===== config.mk =====
export PLATFORM = sky130hd
export DESIGN_NAME = subwordWrite
export DESIGN_NICKNAME = d
export VERILOG_FILES = /design/src/rtl/lsuPkg.sv /design/src/rtl/subwordWrite.sv
export SDC_FILE = /design/constraint.sdc
export NUM_CORES = 1
export LEC_CHECK = 0
export ABC_AREA = 1
export BUFFER_PORTS_ARGS = -buffer_cell sky130_fd_sc_hd__buf_2
export CORE_ASPECT_RATIO = 0.7
export CORE_UTILIZATION = 42
export DETAILED_ROUTE_END_ITERATION = 6
export PLACE_DENSITY = 0.92
export SETUP_SLACK_MARGIN = 0.4
export SLEW_MARGIN = 20
export SYNTH_ARGS = -nofsm -noshare
export SYNTH_HDL_FRONTEND = slang
export SYNTH_SLANG_ARGS = --single-unit

===== constraint.sdc =====
create_clock -name vclk -period 1.3
set_input_delay 0.325 -clock vclk [all_inputs]
set_output_delay 0.325 -clock vclk [all_outputs]
set_load 0.02 [all_outputs]

===== src/rtl/lsuPkg.sv =====
`default_nettype none

package lsuPkg;

  //////////////////////////////////////////////////
  // Vector types
  //////////////////////////////////////////////////

  typedef logic [31:0] wordT;     // Data or address word
  typedef logic [3:0]  byteMaskT; // One enable per byte lane
  typedef logic [1:0]  memRwT;    // Read in bit 1, write in bit 0
  typedef logic [2:0]  funct3T;   // Size in 1:0, unsigned flag in bit 2
  typedef logic [6:0]  funct7T;   // AMO select in 6:2, aq/rl in 1:0
  typedef logic [1:0]  atomicT;   // Bit 1 AMO, bit 0 LR/SC

  // Read/write request codes
  localparam memRwT rwIdle  = 2'b00;
  localparam memRwT rwWrite = 2'b01;
  localparam memRwT rwRead  = 2'b10;
  localparam memRwT rwAmo   = 2'b11; // Read-modify-write

  // Access size as carried in funct3[1:0]
  localparam logic [1:0] sizeByte = 2'b00;
  localparam logic [1:0] sizeHalf = 2'b01;
  localparam logic [1:0] sizeWord = 2'b10;

  // AMO funct5 codes, funct7[6:2]
  localparam logic [4:0] amoAdd  = 5'b00000;
  localparam logic [4:0] amoSwap = 5'b00001;
  localparam logic [4:0] amoXor  = 5'b00100;
  localparam logic [4:0] amoOr   = 5'b01000;
  localparam logic [4:0] amoAnd  = 5'b01100;
  localparam logic [4:0] amoMin  = 5'b10000;
  localparam logic [4:0] amoMax  = 5'b10100;
  localparam logic [4:0] amoMinu = 5'b11000;
  localparam logic [4:0] amoMaxu = 5'b11100;

  // Reverse byte order of a word, shared by load and store paths
  function automatic wordT swapBytes(input wordT w);
    return {w[7:0], w[15:8], w[23:16], w[31:24]};
  endfunction

endpackage

`default_nettype wire

===== src/rtl/subwordWrite.sv =====
`timescale 1ns/10ps
`default_nettype none

module subwordWrite (
  input  lsuPkg::wordT     writeDataIn, // Store operand or AMO result
  input  logic [1:0]       byteOffset,
  input  logic             bigEndian,
  input  lsuPkg::funct3T   funct3,
  output lsuPkg::wordT     writeData,   // Word to memory
  output lsuPkg::byteMaskT byteMask
);

  lsuPkg::wordT repWord;                // Subword copied to every lane

  //////////////////////////////////////////////////
  // Replication and mask
  //////////////////////////////////////////////////

  always_comb begin
    case (funct3[1:0])
      lsuPkg::sizeByte: begin
        repWord  = {4{writeDataIn[7:0]}};
        byteMask = 4'b0001 << byteOffset;
      end
      lsuPkg::sizeHalf: begin
        repWord  = {2{writeDataIn[15:0]}};
        byteMask = byteOffset[1] ? 4'b1100 : 4'b0011;
      end
      default: begin
        repWord  = writeDataIn;
        byteMask = 4'b1111;
      end
    endcase
  end

  // Swap lanes only, the mask already names byte addresses
  assign writeData = bigEndian ? lsuPkg::swapBytes(repWord) : repWord;

endmodule

`default_nettype wire


# [Word level (Yosys, flattened, before mapping)]
# Index checks and enable logic that the tools add are counted.
# W data, S select, Z words.
[word_totals] register_bits=0 latchBits=0 mem_bits_rw=0 mem_bits_ro=0 output_inout_bits=36 word_cells=7 mem_count=0
[op_classes] n_addsub=0 mul=0 div=0 n_lt_le_gt_ge=0 eq_ne=1 shift=1 muxes=4 bitwise_logic=0 n_reduce_logical=1
[ops] op="$pmux W32 S2" count=1
[ops] op="$mux W32" count=1
[ops] op="$pmux W4 S2" count=1
[ops] op="$mux W4" count=1
[ops] op="$shl A1 B2 Y4 const A" count=1
[ops] op="$eq A2 B1 Y1 const B" count=1
[ops] op="$logic_not A2 Y1" count=1

# [Depth between registers and ports, before layout]
[depth] word_depth=3 depth_mapped=7

# [Least setup slack after synthesis]
# OpenSTA, ideal clock, no wires.
[synth_timing] path_type="input to output" from="input port funct3[0]" to="output port byteMask[0]" arrival_ps=1139 path_slack_ps=-164 path_stages=4 path_buffers=2 path_cell_list="buf_6 -> buf_6 -> nor2_1 -> o21ai_0"
[synth_via] elab_chain_cells=2 elab_cells_between_ends=3 cone_classes="1 x eq/ne; 1 x mux; 1 x reduce/logical"
[synth_lines] item="start, declared" line_no="subwordWrite.sv:8" source="input lsuPkg::funct3T funct3,"
[synth_lines] item="$eq A2 B1 Y1 or $logic_not A2 Y1 (tied branches)" line_no="subwordWrite.sv:20" source="case (funct3[1:0])"
[synth_lines] item="$pmux W4 S2 *" line_no="subwordWrite.sv:20"
[synth_lines] item="end, declared" line_no="subwordWrite.sv:10" source="output lsuPkg::byteMaskT byteMask"
# Every way passes the cells marked *; elsewhere a longest branch is shown, timed or not.

# [Final worst setup path]
[layout_timing] from="input port funct3[0]" to="output port writeData[2]"
[layout_via] elab_chain_cells=3 elab_cells_between_ends=4 cone_classes="1 x eq/ne; 2 x mux; 1 x reduce/logical"
[layout_lines] item="$eq A2 B1 Y1 or $logic_not A2 Y1 (tied branches)" line_no="subwordWrite.sv:20"
[layout_lines] item="$pmux W32 S2 *" line_no="subwordWrite.sv:20"
[layout_lines] item="$mux W32 *" line_no="subwordWrite.sv:37" source="assign writeData = bigEndian ? lsuPkg::swapBytes(repWord) : repWord;"
[layout_lines] item="end, declared" line_no="subwordWrite.sv:9" source="output lsuPkg::wordT writeData,"
# Marked as above.

==> results.cfg <==
[run_status]
status = finished with violations
failed_checks = DRC, setup timing

[global_route]
grt_use_total = 0.315
grt_max_degree = 33
overflow = 0
grt_pass1_wl_um = 5750
grt_pass1_vias = 1358
antenna_found_initial = 0

[synthesis]
synth_common_cells = nand2_1, nand3_2, o21ai_0
synth_area_um2 = 920
synth.area.top_cells = nand2_1, nand3_2, buf_6, o21ai_0, buf_2
syn-num-nets = 231
ys_warn_count = 0
synth.most_common_cell = nand2_1
synth_area_leader_cell = nand2_1
syn_avg_cell_area_um2 = 4.76
ys_types = 13
netlist_instances = 193
seq_area_frac_synth = 0
yosysTopAreaCellShare = 0.576

[setup_path]
critical_path.top_delay_family = simple AND/OR/NAND/NOR gates
crit_top_cell = nand2_2
critical_path.slowest_cell = nor2_8
cp.arrival_ps = 1120
crit_path_start = funct3[0]
slowest_delay_ps = 210
path_class = input port to output pin
crit_path_end_kind = output pin
required_ps = 980
critical_path.max_fanout = 8
path_cells = buf_12, nor2_8, nand2_2, nand3_2, nand2_1, nand2_2, buf_6
worst_setup_path_start_kind = input port
cp_num_buf_inv = 2

[final_layout]
fillers = 77
drive_gt1_frac = 0.655
area_growth_pct = 96.3
utilization = 0.925
insertedDiodeCount = 0
nFlopsAndLatches = 0
regArea_um2 = 0
final_area_um2 = 1810
layoutNonFillerInstCount = 286
nClkBuffers = 0
layout.nets = 304

[routing]
drtPass1Iterations = 7
drc_errors = 4
vias = 1584
wl_per_cell_um = 14.9
drt_iter0_markers = 100
via_per_inst = 5.54
wirelength_um = 4260
postRouteAntennaNets = 0

[floorplan]
io_pins = 74
num_rows = 13
initial_core_util = 0.471
chipWidth_um = 57.9
die_h_um = 41.2
die_area_um2 = 2380
coreArea_um2 = 1950

[pwr]
cellPowerDensity_nw_per_um2 = 497
p_leak_nw = 1.01
ir_drop_mv = 0.309

[timing]
drv_slew = 0
rsz0062_at_grt = true
setup_viol = 32
fin_ws_ps = -141
slew_headroom = 0.855
max_freq_ghz = 0.694
fin_crit_ps = 1440
hold_viol_final = 0
tightest_slew_ps = 218
timing.final.crit_share = 1.11

[hold_path]
worstHoldStart = byteOffset[1]
holdPathEnd = byteMask[1]
hold_class = input port to output pin
hold_depth = 3

[job]
drv_cap = 0

[placement]
hpwl_um = 2280
place_congestion = 0.724
dp_slack_ps = -253
dpl_cell_area_um2 = 1390
portBuffers = 73
placedCellCount = 284
[area by class of cell]
type | instances | area [um2] | area share
multi-input cells | 175 | 992 | 0.550
repair buffers | 85 | 758 | 0.420
inverters | 4 | 27.5 | 0.0152
well taps | 22 | 27.5 | 0.0152
[worst min-delay path, delay by kind of cell]
family | cells | cell delay (ps)
buf+inv | 2 | 250
compound gates | 1 | 80
[how the worst max path moves through the flow]
stage	slack [ps]	cells after the start	to
2_1_floorplan	50	7	writeData[24]
3_3_place_gp	-230	7	writeData[15]
3_5_place_dp	-250	7	writeData[23]
4_1_cts	-100	7	writeData[28]
5_1_grt	-190	7	writeData[11]
6_report	-140	7	writeData[2]
[metrics by stage]
step           power [W]  setup TNS [ps]  hold slack (ps)
2_1_floorplan   0.000452               0              727
3_3_place_gp    0.000631           -6360              957
3_5_place_dp    0.000642           -6820              960
4_1_cts         0.000839           -2620              963
5_1_grt         0.000951           -5050              997
6_report        0.000897           -3560              985
[cells by family (layout without fill, tap and decap cells)]
kind of cell,after synthesis,after routing,synth area share
buffers and inverters,18,89,0.137
and+or+nand+nor,163,163,0.797
AOI/OAI and AO/OA,12,12,0.0653
[placed cells by master, fill, tap and decap left out]
master / n
buf_2: 35
nor2_2: 2
buf_16: 1
nand3_2: 16
o21ai_2: 11
inv_1: 3
nand2_4: 1
buf_4: 7
buf_8: 1
nor2_1: 1
nor2_4: 2
inv_12: 1
buf_6: 38
nor2_8: 1
buf_12: 3
nand2_1: 86
o21ai_1: 1
nand2_2: 54
[power breakdown]
group / switching (W) / internal, W
combinational: 0.000500 / 0.000397
clock: 0 / 0
sequential: 0 / 0
[what timing repair did]
item / CTS / global route
hold buffers: 0 / 0
pin swaps: 24 / 4
gates cloned: 1 / 0
setup buffers: 0 / 1
gates resized for setup: 111 / 14
endpoints found under the setup margin: 36 / 36
[layer usage]
layer,part of all wire,GRT usage,vias up
met5,0,0,-
met2,0.50,0.670,117
li1,-,-,734
met1,0.37,0.356,722
met4,0.022,0.0774,0
met3,0.10,0.0221,11
Power figures use the tool's default switching activity.
