===== src/rtl/lsuPkg.sv =====
`default_nettype none

package lsuPkg;

  //////////////////////////////////////////////////
  // Vector types
  //////////////////////////////////////////////////

  typedef logic [31:0] wordT;     // Data or address word
  typedef logic [3:0]  byteMaskT; // One enable per byte lane
  typedef logic [1:0]  memRwT;    // Read in bit 1, write in bit 0
  typedef logic [2:0]  funct3T;   // Size in 1:0, unsigned flag in bit 2
  typedef logic [6:0]  funct7T;   // AMO select in 6:2, aq/rl in 1:0
  typedef logic [1:0]  atomicT;   // Bit 1 AMO, bit 0 LR/SC

  // Read/write request codes
  localparam memRwT rwIdle  = 2'b00;
  localparam memRwT rwWrite = 2'b01;
  localparam memRwT rwRead  = 2'b10;
  localparam memRwT rwAmo   = 2'b11; // Read-modify-write

  // Access size as carried in funct3[1:0]
  localparam logic [1:0] sizeByte = 2'b00;
  localparam logic [1:0] sizeHalf = 2'b01;
  localparam logic [1:0] sizeWord = 2'b10;

  // AMO funct5 codes, funct7[6:2]
  localparam logic [4:0] amoAdd  = 5'b00000;
  localparam logic [4:0] amoSwap = 5'b00001;
  localparam logic [4:0] amoXor  = 5'b00100;
  localparam logic [4:0] amoOr   = 5'b01000;
  localparam logic [4:0] amoAnd  = 5'b01100;
  localparam logic [4:0] amoMin  = 5'b10000;
  localparam logic [4:0] amoMax  = 5'b10100;
  localparam logic [4:0] amoMinu = 5'b11000;
  localparam logic [4:0] amoMaxu = 5'b11100;

  // Reverse byte order of a word, shared by load and store paths
  function automatic wordT swapBytes(input wordT w);
    return {w[7:0], w[15:8], w[23:16], w[31:24]};
  endfunction

endpackage

`default_nettype wire

===== src/rtl/subwordRead.sv =====
`timescale 1ns/10ps
`default_nettype none

module subwordRead (
  input  lsuPkg::wordT   wordIn,      // Raw word from memory
  input  logic [1:0]     byteOffset,  // Address bits 1..0
  input  logic           bigEndian,
  input  lsuPkg::funct3T funct3,
  output lsuPkg::wordT   readData     // Extended load value
);

  lsuPkg::wordT leWord;               // Word in little-endian lane order
  logic [1:0]   offset;
  logic [7:0]   byteVal;
  logic [15:0]  halfVal;
  logic         isUnsigned;

  //////////////////////////////////////////////////
  // Endian swap
  //////////////////////////////////////////////////

  assign leWord = bigEndian ? lsuPkg::swapBytes(wordIn) : wordIn;
  assign offset = bigEndian ? ~byteOffset : byteOffset; // Lanes moved by the swap

  // Subword select
  assign byteVal = leWord[offset*8 +: 8];
  assign halfVal = offset[1] ? leWord[31:16] : leWord[15:0];

  assign isUnsigned = funct3[2];      // lbu, lhu

  always_comb begin
    case (funct3[1:0])
      lsuPkg::sizeByte: begin
        readData = {{24{byteVal[7] & ~isUnsigned}}, byteVal};
      end
      lsuPkg::sizeHalf: begin
        readData = {{16{halfVal[15] & ~isUnsigned}}, halfVal};
      end
      default: begin
        readData = leWord;            // lw, AMO, LR
      end
    endcase
  end

endmodule

`default_nettype wire


===== config.mk =====
export PLATFORM = sky130hd
export DESIGN_NAME = subwordRead
export DESIGN_NICKNAME = d
export VERILOG_FILES = /design/src/rtl/lsuPkg.sv /design/src/rtl/subwordRead.sv
export SDC_FILE = /design/constraint.sdc
export NUM_CORES = 1
export LEC_CHECK = 0
export ABC_AREA = 1
export BUFFER_PORTS_ARGS = -buffer_cell sky130_fd_sc_hd__clkbuf_2
export CAP_MARGIN = 20
export CELL_PAD_IN_SITES_DETAIL_PLACEMENT = 0
export CELL_PAD_IN_SITES_GLOBAL_PLACEMENT = 1
export CORE_MARGIN = 2
export CORE_UTILIZATION = 30
export DETAILED_ROUTE_END_ITERATION = 8
export GPL_TIMING_DRIVEN = 0
export PLACE_DENSITY = 0.84
export SETUP_SLACK_MARGIN = 0.05
export SYNTH_ARGS = -nofsm -noshare
export SYNTH_HDL_FRONTEND = slang
export SYNTH_SLANG_ARGS = --single-unit
export TNS_END_PERCENT = 1

===== constraint.sdc =====
create_clock -name vclk -period 1.2
set_clock_uncertainty 0.15 [all_clocks]
set_input_delay 0.06 -clock vclk [all_inputs]
set_output_delay 0.06 -clock vclk [all_outputs]
set_load 0.05 [all_outputs]

# Word-level counts from Yosys, hierarchy flattened
# Index checks and enable logic that the tools add are counted.
# totals
reg_bits,0
latch_bits,0
ramBits,0
romBits,0
output_inout_bits,32
elab_cells,11
mem_count,0
# op_classes
add_sub_neg,0
multipliers,0
div,0
n_lt_le_gt_ge,0
eq_ne,1
shift,1
n_mux,4
bitwise,4
reduce_logical,1
# op_table
cell,count
$pmux 32 s2,1
$mux 32,1
$shiftx 32x6->8,1
$mux 16,1
$and 1x1->1,2
$eq 2x1->1 const B,1
$logic_not 2->1,1
$mux 2,1
$not 2->2,1
$not 1->1,1

# Logic depth before layout (Yosys ltp)
# depth
word_depth,5
ltp_mapped,9
ltp_nobuf,8

# Worst setup path before layout
# No wires, ideal clock.
# synth_timing
path_type,input-to-output
from,in bigEndian
to,out readData[2]
arrival_ns,1.190
t_required_ns,0.990
setup_slack_ns,-0.200
cell_stages,8
path_buffers,3
path_cell_list,buf_6 -> buf_8 -> buf_4 -> o21ai_1 -> nand2_1 -> o21ai_1 -> nand2_1 -> nand3_1
# synth_between
elab_chain_cells,3
word_cells_on_any_way,5
classes_between,1 x shift; 4 x mux
# synth_rtl
element,line_no,source
from (decl),subwordRead.sv:7,"input logic bigEndian,"
$mux 32 or $mux 2 (tied branches),"subwordRead.sv:22, subwordRead.sv:23",
$shiftx 32x6->8 or $mux 16 (tied branches),"subwordRead.sv:26, subwordRead.sv:27",
$pmux 32 s2 *,subwordRead.sv:32,case (funct3[1:0])
to (decl),subwordRead.sv:9,output lsuPkg::wordT readData
# Mark *: on every way between the ends. The rest lies on a longest branch, timed or not.

# Worst setup path in the final report
# layout_timing
from,in bigEndian
to,out readData[3]
# Same word-level chain as after synthesis.

==> results.py <==
metrics = {
    "status": {
        "status": "finished, violations left",
        "violations": "setup timing",
    },
    "grt": {
        "grt_antenna_before_repair": 0,
        "grt_max_degree": 11,
        "global_route.usage.met3_pct": 0.855,
        "grtUsageMet1_pct": 27.3,
        "first_global_vias": 1732,
        "grt_most_used_layer": "met2",
        "overflow": 0,
        "grt_pass1_wl_um": 8410,
        "grt_util_all_layers_pct": 20.2,
        "grtUsageMet2_pct": 37.1,
    },
    "cts": {
        "cts_hold_buf": 0,
    },
    "sta": {
        "hold_violations": 0,
        "fin_crit_sh_pct": 128,
        "fmax_mhz": 651,
        "setup_viol": 32,
        "slew_viol_final": 0,
        "finalCriticalPeriod_ps": 1540,
        "worst_slew_pin_slew_ps": 298,
        "rsz0062_at_grt": "yes",
        "layout_setup_ws_ps": -335,
        "slew_headroom_pct": 80.1,
    },
    "yosys": {
        "ys_seq_area_share_pct": 0,
        "synth_fp_nets": 287,
        "yosys.area.top_type_share_pct": 28.9,
        "ys_top_cells_by_area": "nand2_1, nand3_2, o21ai_1, buf_6, or2_1",
        "syn_inst": 249,
        "avgSynthCellArea_um2": 5.43,
        "ys_warn_count": 0,
        "synth_top_area_cell": "nand2_1",
        "synth.distinct_cells": 24,
        "synth_area_um2": 1350,
    },
    "setup_path": {
        "worstPathCellList": "buf_8 > buf_8 > buf_12 > buf_12 > buf_8 > nand2_2 > o21ai_2 > nand2_1 > o21ai_2 > nand2_1 > nand3_2 > buf_8",
        "slowest_stage": "buf_8",
        "cpMostUsedCell": "buf_8",
        "crit_path_end_kind": "output port",
        "crit_path_end": "readData[3]",
        "criticalPathCategory": "in -> out",
        "start_kind": "primary input",
        "worstPathArrival_ps": 1330,
        "crit_start": "bigEndian",
        "worst_ep_required_time_ps": 990,
        "critical-path-max-stage-delay_ps": 160,
        "crit_fanout": 8,
    },
    "route": {
        "post_drt_wl_per_cell_um": 16.1,
        "routed_wl_um": 6340,
        "drc": 0,
        "drt-pass1-iter-count": 4,
        "viasPerCell": 5.14,
        "num_vias": 2025,
        "drtAntennaViolNets": 0,
        "drtIter0Drc": 125,
    },
    "power": {
        "sw_frac_of_total_pct": 56.6,
        "p_per_area_nw_per_um2": 681,
        "power.share.clock_pct": 0,
        "p_int_mw": 0.863,
        "p_seq_share_pct": 0,
        "p_comb_share_pct": 100.0,
        "switching_power_mw": 1.13,
        "peakVddDrop_uv": 337,
        "p_leak_nw": 1.52,
    },
    "layout": {
        "ff_latch_area_um2": 0,
        "final_area_um2": 2920,
        "drive_above_1_share_pct": 59.1,
        "final_common_cell": "nand2_1",
        "multi_input_area_um2": 1480,
        "area_growth_pct": 116,
        "diodes": 0,
        "clkbuf_count": 0,
        "nNetsFinal": 382,
        "fillers": 365,
        "mostFrequentLayoutCells": "nand2_1, clkbuf_2, buf_8",
        "design.seq.count": 0,
    },
    "floorplanning": {
        "coreArea_um2": 4350,
        "rows": 24,
        "die-height_um": 71.1,
        "initial_utilization_pct": 31.1,
        "io_pins": 70,
        "chipWidth_um": 71.1,
        "fp.dieArea_um2": 5060,
    },
    "placed_design": {
        "dpl.hpwl_um": 3780,
        "place_area_um2": 2010,
        "portBuffers": 70,
        "globalplace.congestion": 0.789,
        "pre_cts_ws_ps": -583,
    },
    "run": {
        "max-cap-violations": 0,
    },
    "worst_hold_path": {
        "hold_path_class": "in -> out",
    },
}
==> metrics by stage <==
step	hold slack (ps)	cells	total power, mW	setup TNS, ps	util, %
after floorplan	320	249	1.08	-1700	-
after global placement	553	371	1.37	-15980	46.1
after detailed placement	556	371	1.38	-15890	46.1
after CTS	496	374	1.70	-9560	56.4
after global routing	510	394	2.07	-10370	67.0
final	462	394	1.99	-8960	67.0
==> layer usage <==
layer | vias up | wire length, µm
met5 | - | 0
met4 | 0 | 177
met3 | 18 | 416
met2 | 107 | 3280
met1 | 908 | 2470
li1 | 992 | -
==> critical path, delay by kind of cell <==
family                 cells  cell delay, ps
AND/OR/NAND/NOR            4             330
buffers and inverters      6             810
AO/OA/AOI/OAI              2             120
==> how the worst min path moves through the flow <==
| stage | start | end | slack, ps | depth (start not counted) |
|---|---|---|---|---|
| 6_report | wordIn[18] | readData[10] | 460 | 6 |
| 4_1_cts | wordIn[30] | readData[6] | 500 | 6 |
| 3_3_place_gp | wordIn[1] | readData[1] | 550 | 6 |
| 5_1_grt | wordIn[18] | readData[10] | 510 | 6 |
| 2_1_floorplan | wordIn[18] | readData[10] | 320 | 4 |
| 3_5_place_dp | wordIn[1] | readData[1] | 560 | 6 |
==> area by class of cell <==
cell class	count	area share, %
Tap cell	52	2.23
Multi-Input combinational cell	209	50.7
Inverter	24	3.30
Timing Repair Buffer	93	36.4
Buffer	16	7.33
==> repair_timing <==
item	CTS	global route
resized for setup	88	78
buffers inserted	2	14
pin swaps	5	26
setup endpoints to repair	32	32
gates cloned	1	6
==> power by group through the flow <==
| stage | sequential [mW] | combinational, mW | clock [mW] |
|---|---|---|---|
| after floorplan | 0 | 1.08 | 0 |
| after global placement | 0 | 1.37 | 0 |
| after detailed placement | 0 | 1.38 | 0 |
| after CTS | 0 | 1.70 | 0 |
| after global routing | 0 | 2.07 | 0 |
| final | 0 | 1.99 | 0 |
==> cell usage after synthesis <==
| cell type | number |
|---|---|
| nand2_4 | 1 |
| buf_2 | 2 |
| nor2_4 | 1 |
| nand3_1 | 16 |
| inv_2 | 1 |
| nor2_2 | 1 |
| o21ai_0 | 5 |
| buf_8 | 1 |
| buf_12 | 1 |
| clkbuf_1 | 2 |
| o21ai_2 | 7 |
| nand2_1 | 104 |
| or2_1 | 14 |
| o211ai_1 | 1 |
| and2_4 | 1 |
| nand2_2 | 4 |
| inv_1 | 23 |
| nand3_2 | 21 |
| o21ai_1 | 30 |
| buf_4 | 2 |
| a21oi_2 | 1 |
| nor2_1 | 1 |
| buf_6 | 8 |
| nand3_4 | 1 |
==> kinds of logic (layout without fill, tap and decap cells) <==
kind of cell / Yosys count / after routing / share of synthesized area, %
buffers and inverters: 40 / 133 / 18.3
AO/OA/AOI/OAI: 44 / 44 / 18.7
AND/OR/NAND/NOR: 165 / 165 / 63.0
Power figures use the tool's default switching activity.
