**src/rtl/lsuPkg.sv**
```systemverilog
`default_nettype none

package lsuPkg;

  //////////////////////////////////////////////////
  // Vector types
  //////////////////////////////////////////////////

  typedef logic [31:0] wordT;     // Data or address word
  typedef logic [3:0]  byteMaskT; // One enable per byte lane
  typedef logic [1:0]  memRwT;    // Read in bit 1, write in bit 0
  typedef logic [2:0]  funct3T;   // Size in 1:0, unsigned flag in bit 2
  typedef logic [6:0]  funct7T;   // AMO select in 6:2, aq/rl in 1:0
  typedef logic [1:0]  atomicT;   // Bit 1 AMO, bit 0 LR/SC

  // Read/write request codes
  localparam memRwT rwIdle  = 2'b00;
  localparam memRwT rwWrite = 2'b01;
  localparam memRwT rwRead  = 2'b10;
  localparam memRwT rwAmo   = 2'b11; // Read-modify-write

  // Access size as carried in funct3[1:0]
  localparam logic [1:0] sizeByte = 2'b00;
  localparam logic [1:0] sizeHalf = 2'b01;
  localparam logic [1:0] sizeWord = 2'b10;

  // AMO funct5 codes, funct7[6:2]
  localparam logic [4:0] amoAdd  = 5'b00000;
  localparam logic [4:0] amoSwap = 5'b00001;
  localparam logic [4:0] amoXor  = 5'b00100;
  localparam logic [4:0] amoOr   = 5'b01000;
  localparam logic [4:0] amoAnd  = 5'b01100;
  localparam logic [4:0] amoMin  = 5'b10000;
  localparam logic [4:0] amoMax  = 5'b10100;
  localparam logic [4:0] amoMinu = 5'b11000;
  localparam logic [4:0] amoMaxu = 5'b11100;

  // Reverse byte order of a word, shared by load and store paths
  function automatic wordT swapBytes(input wordT w);
    return {w[7:0], w[15:8], w[23:16], w[31:24]};
  endfunction

endpackage

`default_nettype wire
```
**src/rtl/atomic.sv**
```systemverilog
`timescale 1ns/10ps
`default_nettype none

module atomic (
  input  logic           clk,
  input  logic           rstN,
  input  logic           stallW,
  input  lsuPkg::memRwT  preRwM,        // Gated request from lsu
  input  lsuPkg::atomicT atomicM,
  input  lsuPkg::funct7T funct7M,
  input  lsuPkg::wordT   adrM,          // Physical address
  input  lsuPkg::wordT   readDataM,     // Old word, as loaded
  input  lsuPkg::wordT   writeDataM,    // rs2 operand
  output lsuPkg::memRwT  lsuRwM,        // Final request
  output lsuPkg::wordT   amoWriteDataM,
  output logic           squashScW
);

  lsuPkg::wordT amoResultM;
  logic [29:0]  resAdr;                 // Reserved word address
  logic         resValid;
  logic         lrM;
  logic         scM;
  logic         resMatchM;
  logic         scFailM;

  //////////////////////////////////////////////////
  // LR/SC reservation
  //////////////////////////////////////////////////

  assign lrM = atomicM[0] & (preRwM == lsuPkg::rwRead);
  assign scM = atomicM[0] & (preRwM == lsuPkg::rwWrite);

  assign resMatchM = resValid & (resAdr == adrM[31:2]);
  assign scFailM   = scM & ~resMatchM;

  // A failing SC turns into an idle cycle
  assign lsuRwM = scFailM ? lsuPkg::rwIdle : preRwM;

  always_ff @(posedge clk or negedge rstN) begin
    if (!rstN) begin
      resValid  <= 1'b0;
      resAdr    <= '0;
      squashScW <= 1'b0;
    end else if (!stallW) begin
      squashScW <= scFailM;
      if (lrM) begin
        resValid <= 1'b1;               // New reservation replaces the old
        resAdr   <= adrM[31:2];
      end else if (scM) begin
        resValid <= 1'b0;               // Any SC consumes it
      end
    end
  end

  //////////////////////////////////////////////////
  // AMO write data
  //////////////////////////////////////////////////

  amoAlu i_amoAlu (
    .op (funct7M[6:2]),
    .a  (readDataM),
    .b  (writeDataM),
    .y  (amoResultM)
  );

  assign amoWriteDataM = atomicM[1] ? amoResultM : writeDataM;

  // Only an AMO may issue a read-modify-write
  assert property (@(posedge clk) disable iff (!rstN)
    (lsuRwM == lsuPkg::rwAmo) |-> atomicM[1]);

endmodule

`default_nettype wire

```
**src/rtl/amoAlu.sv**
```systemverilog
`timescale 1ns/10ps
`default_nettype none

module amoAlu (
  input  logic [4:0]   op,        // funct7[6:2]
  input  lsuPkg::wordT a,         // Old memory word
  input  lsuPkg::wordT b,         // rs2 operand
  output lsuPkg::wordT y
);

  logic aLtSigned;
  logic aLtUnsigned;

  assign aLtSigned   = $signed(a) < $signed(b);
  assign aLtUnsigned = a < b;

  //////////////////////////////////////////////////
  // Operation select
  //////////////////////////////////////////////////

  always_comb begin
    case (op)
      lsuPkg::amoSwap: begin
        y = b;
      end
      lsuPkg::amoAdd: begin
        y = a + b;                    // Wraps, no overflow flag
      end
      lsuPkg::amoXor: begin
        y = a ^ b;
      end
      lsuPkg::amoAnd: begin
        y = a & b;
      end
      lsuPkg::amoOr: begin
        y = a | b;
      end
      lsuPkg::amoMin: begin
        y = aLtSigned ? a : b;
      end
      lsuPkg::amoMax: begin
        y = aLtSigned ? b : a;        // Equal values give a, same word
      end
      lsuPkg::amoMinu: begin
        y = aLtUnsigned ? a : b;
      end
      lsuPkg::amoMaxu: begin
        y = aLtUnsigned ? b : a;
      end
      default: begin
        y = b;                        // Unknown code behaves as swap
      end
    endcase
  end

endmodule

`default_nettype wire

```
**config.mk**
```make
export PLATFORM = sky130hd
export DESIGN_NAME = atomic
export DESIGN_NICKNAME = d
export VERILOG_FILES = /design/src/rtl/lsuPkg.sv /design/src/rtl/atomic.sv /design/src/rtl/amoAlu.sv
export SDC_FILE = /design/constraint.sdc
export NUM_CORES = 1
export LEC_CHECK = 0
export BUFFER_PORTS_ARGS = -buffer_cell sky130_fd_sc_hd__buf_2
export CORE_MARGIN = 2
export CORE_UTILIZATION = 52
export CTS_CLUSTER_DIAMETER = 60
export DETAILED_ROUTE_END_ITERATION = 10
export PLACE_DENSITY = 0.73
export SYNTH_ARGS = -nofsm -noshare
export SYNTH_HDL_FRONTEND = slang
export SYNTH_HIERARCHICAL = 1
export SYNTH_SLANG_ARGS = --single-unit
export TNS_END_PERCENT = 10
```
**constraint.sdc**
```tcl
create_clock -name clk -period 8.2 [get_ports clk]
set_input_delay 1.23 -clock clk [delete_from_list [all_inputs] [get_ports clk]]
set_output_delay 1.23 -clock clk [all_outputs]
set_load 0.005 [all_outputs]
```
-- Word-level counts from Yosys, hierarchy flattened
Cells that the tools add are included.
- register bits: 32
- output and inout port bits: 35
- add/sub/neg operators: 1
- $lt $le $gt $ge: 2
- eq/ne operators: 10
- multiplexer cells: 9
- bitwise operators: 9
- reductions and logical operators: 4
- operators by type and width (kind ; number):
    one-hot mux 32 bit (8 select lines) ; 1
    two-way mux 32 bit ; 5
    less-than comparator 32 bit ; 2
    adder 32 bit ; 1
    bitwise AND 32 bit ; 1
    bitwise OR 32 bit ; 1
    XOR 32 bit ; 1
    == test 30 bit ; 1
    == test 5 bit (second input constant) ; 4
    == test 5 x 4 -> 1 bit (second input constant) ; 2
    == test 5 x 3 -> 1 bit (second input constant) ; 1
    logical NOT 5 bit ; 1
    bitwise AND 1 bit ; 4
    AND reduction 2 bit ; 2
    == test 2 x 1 -> 1 bit (second input constant) ; 1
    == test 2 bit (second input constant) ; 1
    two-way mux 1 bit ; 2
    two-way mux 2 bit ; 1
    inverter 1 bit ; 2
    nonzero test 2 bit ; 1

-- Depth between registers and ports, before layout
- word-level depth: 5
- gate-level depth with buffers: 17
- gate-level depth less buffers: 13

-- Cells and area by module
Netlist, hierarchy kept.
- modules (own cells, without submodules) (module ; instances ; cells an instance ; area each (µm²) ; seq. area each (µm²)):
    amoAlu ; 1 ; 692 ; 4712.0 ; 0.0
    atomic ; 1 ; 153 ; 1930.6 ; 800.8

-- Least setup slack after synthesis
OpenSTA, ideal clock, no wires.
- kind: input -> output
- start point: in writeDataM[13]
- end point: out amoWriteDataM[21]
- data arrival time: 4074 ps
- required time: 6970 ps
- slack: 2896 ps
- cell stages on the path: 16
- path buffers: 4
- cell sequence: inv_1 -> ha_1 -> buf_4 -> nor4_2 -> nand3_1 -> nor3_2 -> o41ai_4 -> a31oi_4 -> o31ai_4 -> and2_1 -> buf_6 -> or2_1 -> buf_6 -> buf_6 -> a221o_1 -> mux2_2
- word-level cells in the longest chain between the ends: 4
- ends and longest elaborated chain (item ; line ; text):
    start, declared ; atomic.sv:13 ; input lsuPkg::wordT writeDataM,
    less-than comparator 32 bit (on tied branches) ; amoAlu.sv:15, amoAlu.sv:14 ;
    two-way mux 32 bit (on tied branches) ; -- ;
    one-hot mux 32 bit (8 select lines) * ; amoAlu.sv:22 ; case (op)
    named net amoResultM[21] ; atomic.sv:19 ; lsuPkg::wordT amoResultM;
    two-way mux 32 bit * ; atomic.sv:67 ; assign amoWriteDataM = atomicM[1] ? amoResultM : writeDataM;
    end, declared ; atomic.sv:15 ; output lsuPkg::wordT amoWriteDataM,
Mark *: on every way through the listed nets, which the timed path passes. The rest lies on a longest branch.

-- Final worst setup path
- start point: in readDataM[29]
- end point: out amoWriteDataM[29]
- word-level cells in the longest chain between the ends: 4
- ends and longest elaborated chain (item ; line ; text):
    start, declared ; atomic.sv:12 ; input lsuPkg::wordT readDataM,
    less-than comparator 32 bit (on tied branches) ; amoAlu.sv:15, amoAlu.sv:14 ;
    two-way mux 32 bit (on tied branches) ; -- ;
    one-hot mux 32 bit (8 select lines) * ; amoAlu.sv:22 ;
    named net amoResultM[29] ; atomic.sv:19 ;
    two-way mux 32 bit * ; atomic.sv:67 ;
Marks and branches as above.

==> impl_summary.txt <==
----------------------------------------------------
[Status]
  Result of the run ... finished, final reports clean

[GRT]
  Antenna violations before repair ... 0
  Number of global-route vias before repair ... 5966
  Wire length of the first global-routing pass ... 28.6 mm
  GRT Util Overall ... 25.9%
  Global route total overflow ... 0
  Maximum number of pins on one net before global-route repair ... 45

[Run]
  Max-cap check violation count ... 0

[Timing]
  Hold violation total from the final report ... 0
  Final critical-path setup slack ... 1.69 ns
  Min Clock Period, post-route ... 6.51 ns
  Least-Margin Pin Slew ... 1.02 ns
  Fmax ... 154 MHz
  Final number of setup-violating endpoints ... 0
  Final Slew Violations ... 0
  Final setup skew ... 0.00248 ns
  Share of the clock period used by the worst path ... 79.4%
  RSZ-0062 raised after global routing ... no
  Worst hold slack after final layout ... 0.505 ns
  Worst slew margin relative to its limit ... 32.0%
  Final TNS setup ... 0 ns

[CTS]
  Reg clk slew, reported paths ... 0.05 ns
  CTS Hold Buffers Added ... 0
  Inserted Clock Buffers ... 5
  Post-CTS sizing ... 0
  H-tree levels ... 2
  Post-CTS repair timing setup buffer count ... 0
  Clock latency on the worst-skew pair ... 0.28 ns
  CTS Sinks ... 32
  CTS root buffer ... clkbuf_16
  CTS tree ... yes
  Clk buf depth ... 2

[Setup path]
  Type of element launching the critical path ... input pin
  Cells along the critical path ... buf_2 -> inv_1 -> ha_1 -> nor4_1 -> a21boi_2 -> a221oi_1 -> nand3_1 -> o22ai_2 -> nor2_1 -> o211ai_1 -> a22o_1 -> mux2_2 -> buf_2
  Critical setup path kind ... input pin to output port
  Critical path data required time ... 6.97 ns
  CP endpoint kind ... output port
  Arrival @ worst endpoint ... 5.28 ns
  Master of the slowest instance on the critical path ... nor2_1
  Most common cell type on the critical path ... buf_2
  CP max FO ... 9
  Slowest Stage Delay on Critical Path ... 0.81 ns

[Route]
  DRC viols ... 0
  First-pass DRT Iterations ... 5
  Violation count after the first detailed-routing iteration ... 451
  Total number of vias ... 6620
  Final ANT Viol Nets ... 0
  Final routed wire length divided by cell count ... 16.1 µm
  Post-detailed-route via-to-cell ratio ... 5.91
  Total wirelength of the detailed-routed design ... 18.0 mm

[Layout]
  Final instance count without filler cells ... 1120
  Final #Nets ... 1155
  Final core utilization ... 59.7%
  Fillers ... 1213
  Diode count ... 0
  Cell area after layout ... 7510 µm²
  Layout-stage area growth over the synthesis result ... 13.0%
  Fraction of final layout cells sized beyond drive strength 1 ... 25.1%

[Placed design]
  Worst Setup Slack post-DPL ... 1.73 ns
  Post-place instance area ... 7370 µm²
  Weighted congestion reported at the end of routability-driven placement ... 0.934
  Port Buffer Count ... 140
  Total instance count after detailed placement ... 1113
  Detail Placement HPWL ... 13.5 mm

[Yosys]
  Share of synthesized flip-flops with an asynchronous set or reset ... 100%
  Cells after synthesis ... 845
  Post-synth top area cell ... ha_1
  Number of synthesized register bits ... 32
  Most area-consuming cells after synthesis ... ha_1, dfrtp_1, mux2_2
  Count of different cell masters after synthesis ... 71
  Yosys top cell area share ... 18.1%
  Net count of the mapped netlist ... 1052
  Number of synthesized flops with an enable pin ... 0
  Post-Syn Area per Cell ... 7.86 µm²
  Synth Cell Area ... 6640 µm²
  Yosys warning count ... 6
  Part of the Yosys area used for sequential elements ... 12.1%
  Most used DFF post-synth ... dfrtp_1

[Floorplanning]
  Area of the placeable core ... 12600 µm²
  Top-level I/O count ... 145
  Floorplan row count ... 41
  Die Outline Area ... 13700 µm²
  Effective utilization at floorplan ... 52.9%
  Y dimension of the die ... 117 µm
  Die span in x ... 117 µm

[Power and ir drop]
  Total power after layout ... 0.801 mW
  Leakage dissipation ... 3.61 nW
  Pwr Density ... 107 nW/µm²
  Maximum VDD drop ... 0.159 mV

[Hold path]
  Classification of the worst-slack hold path ... flip-flop to flip-flop

----------------------------------------------------
==> cells in the final DEF (no fill, tap or decap), types with 19 or more instances in the layout <==
cell type	Yosys	routed
buf_2	9	140
a221oi_1	19	19
dfrtp_1	32	32
nor2_1	61	60
inv_1	81	81
a21oi_1	85	85
nand2_1	35	35
o21ai_0	48	48
xnor2_1	38	38
mux2_2	59	59
a21o_1	19	19
ha_1	96	96
==> flip-flops by register name, summed over array words and instances (netlist names) <==
name and flops:
resAdr 30, resValid 1, squashScW 1
==> kinds of logic after synthesis <==
family / count (synthesis) / share of synthesized area (%)
mux: 68 / 11.4
simple gates: 184 / 13.9
compound gates: 274 / 28.4
xor+xnor: 56 / 7.38
buf+inv: 134 / 8.48
flops: 32 / 12.1
fa+ha+maj: 97 / 18.4
==> final timing paths <==
| path | from | endpoint | slack (ns) | cells past startpoint |
|---|---|---|---|---|
| max in group asynchronous | rstN | resAdr[14]$_DFFE_PN0P_ | 6.75 | 1 |
| max reg2reg | resAdr[1]$_DFFE_PN0P_ | squashScW$_DFFE_PN0N_ | 6.63 | 5 |
| min in group asynchronous | rstN | resAdr[19]$_DFFE_PN0P_ | 0.99 | 1 |
| min reg2reg | resAdr[20]$_DFFE_PN0P_ | resAdr[20]$_DFFE_PN0P_ | 0.50 | 1 |
| min | resAdr[20]$_DFFE_PN0P_ | resAdr[20]$_DFFE_PN0P_ | 0.50 | 1 |
| max | readDataM[29] | amoWriteDataM[29] | 1.69 | 13 |
==> critical path: cells and delay by family <==
family | cells | cell delay (ns)
buffers and inverters | 3 | 0.29
AO/OA/AOI/OAI | 5 | 1.28
AND/OR/NAND/NOR | 3 | 1.84
adder cells (fa/ha/maj) | 1 | 0.39
multiplexers | 1 | 0.25
==> power by group <==
group	leakage, nW	internal, mW	switching, mW
Combinational	3.16	0.193	0.222
Clock	0.0667	0.110	0.0621
Sequential	0.383	0.192	0.0221
Total	3.61	0.495	0.306
==> per-layer routing <==
layer	routed length (µm)	GRT usage, %	share of wire [%]	up-vias
li1	-	-	-	3254
met1	8030	34.7	45	3090
met2	8270	44.0	46	251
met3	1440	4.22	8.0	25
met4	273	6.27	1.5	0
met5	0	0	0	-
==> final cells by class <==
type	instances	area, µm²	share of cell area, %
sequential	32	801	10.7
clock inverter	1	5.00	0.0667
clock buffer	6	129	1.72
tap	172	215	2.87
timing repair buffer	147	753	10.0
inverter	83	312	4.15
multi-input combinational	679	5290	70.5
==> cell usage after synthesis (all sizes together) (4+ instances only) <==
cell and n:
o211ai 14, xnor2 38, a22oi 8, a221o 7, nand4 9, xor2 18, inv 83, mux2 63
o21bai 6, clkbuf 30, nor2b 7, mux2i 5, a31oi 8, nand3b 4, nand3 14, and2 7
ha 96, o31ai 4, o21a 5, nand2 35, o21ai 49, nand2b 7, nor4 10, buf 21
or2 4, dfrtp 32, nor3 9, a21oi 86, o221ai 6, a221oi 24, and3 10, a21o 19
o22ai 8, a211oi 6, nor2 61
Power figures use the tool's default switching activity.
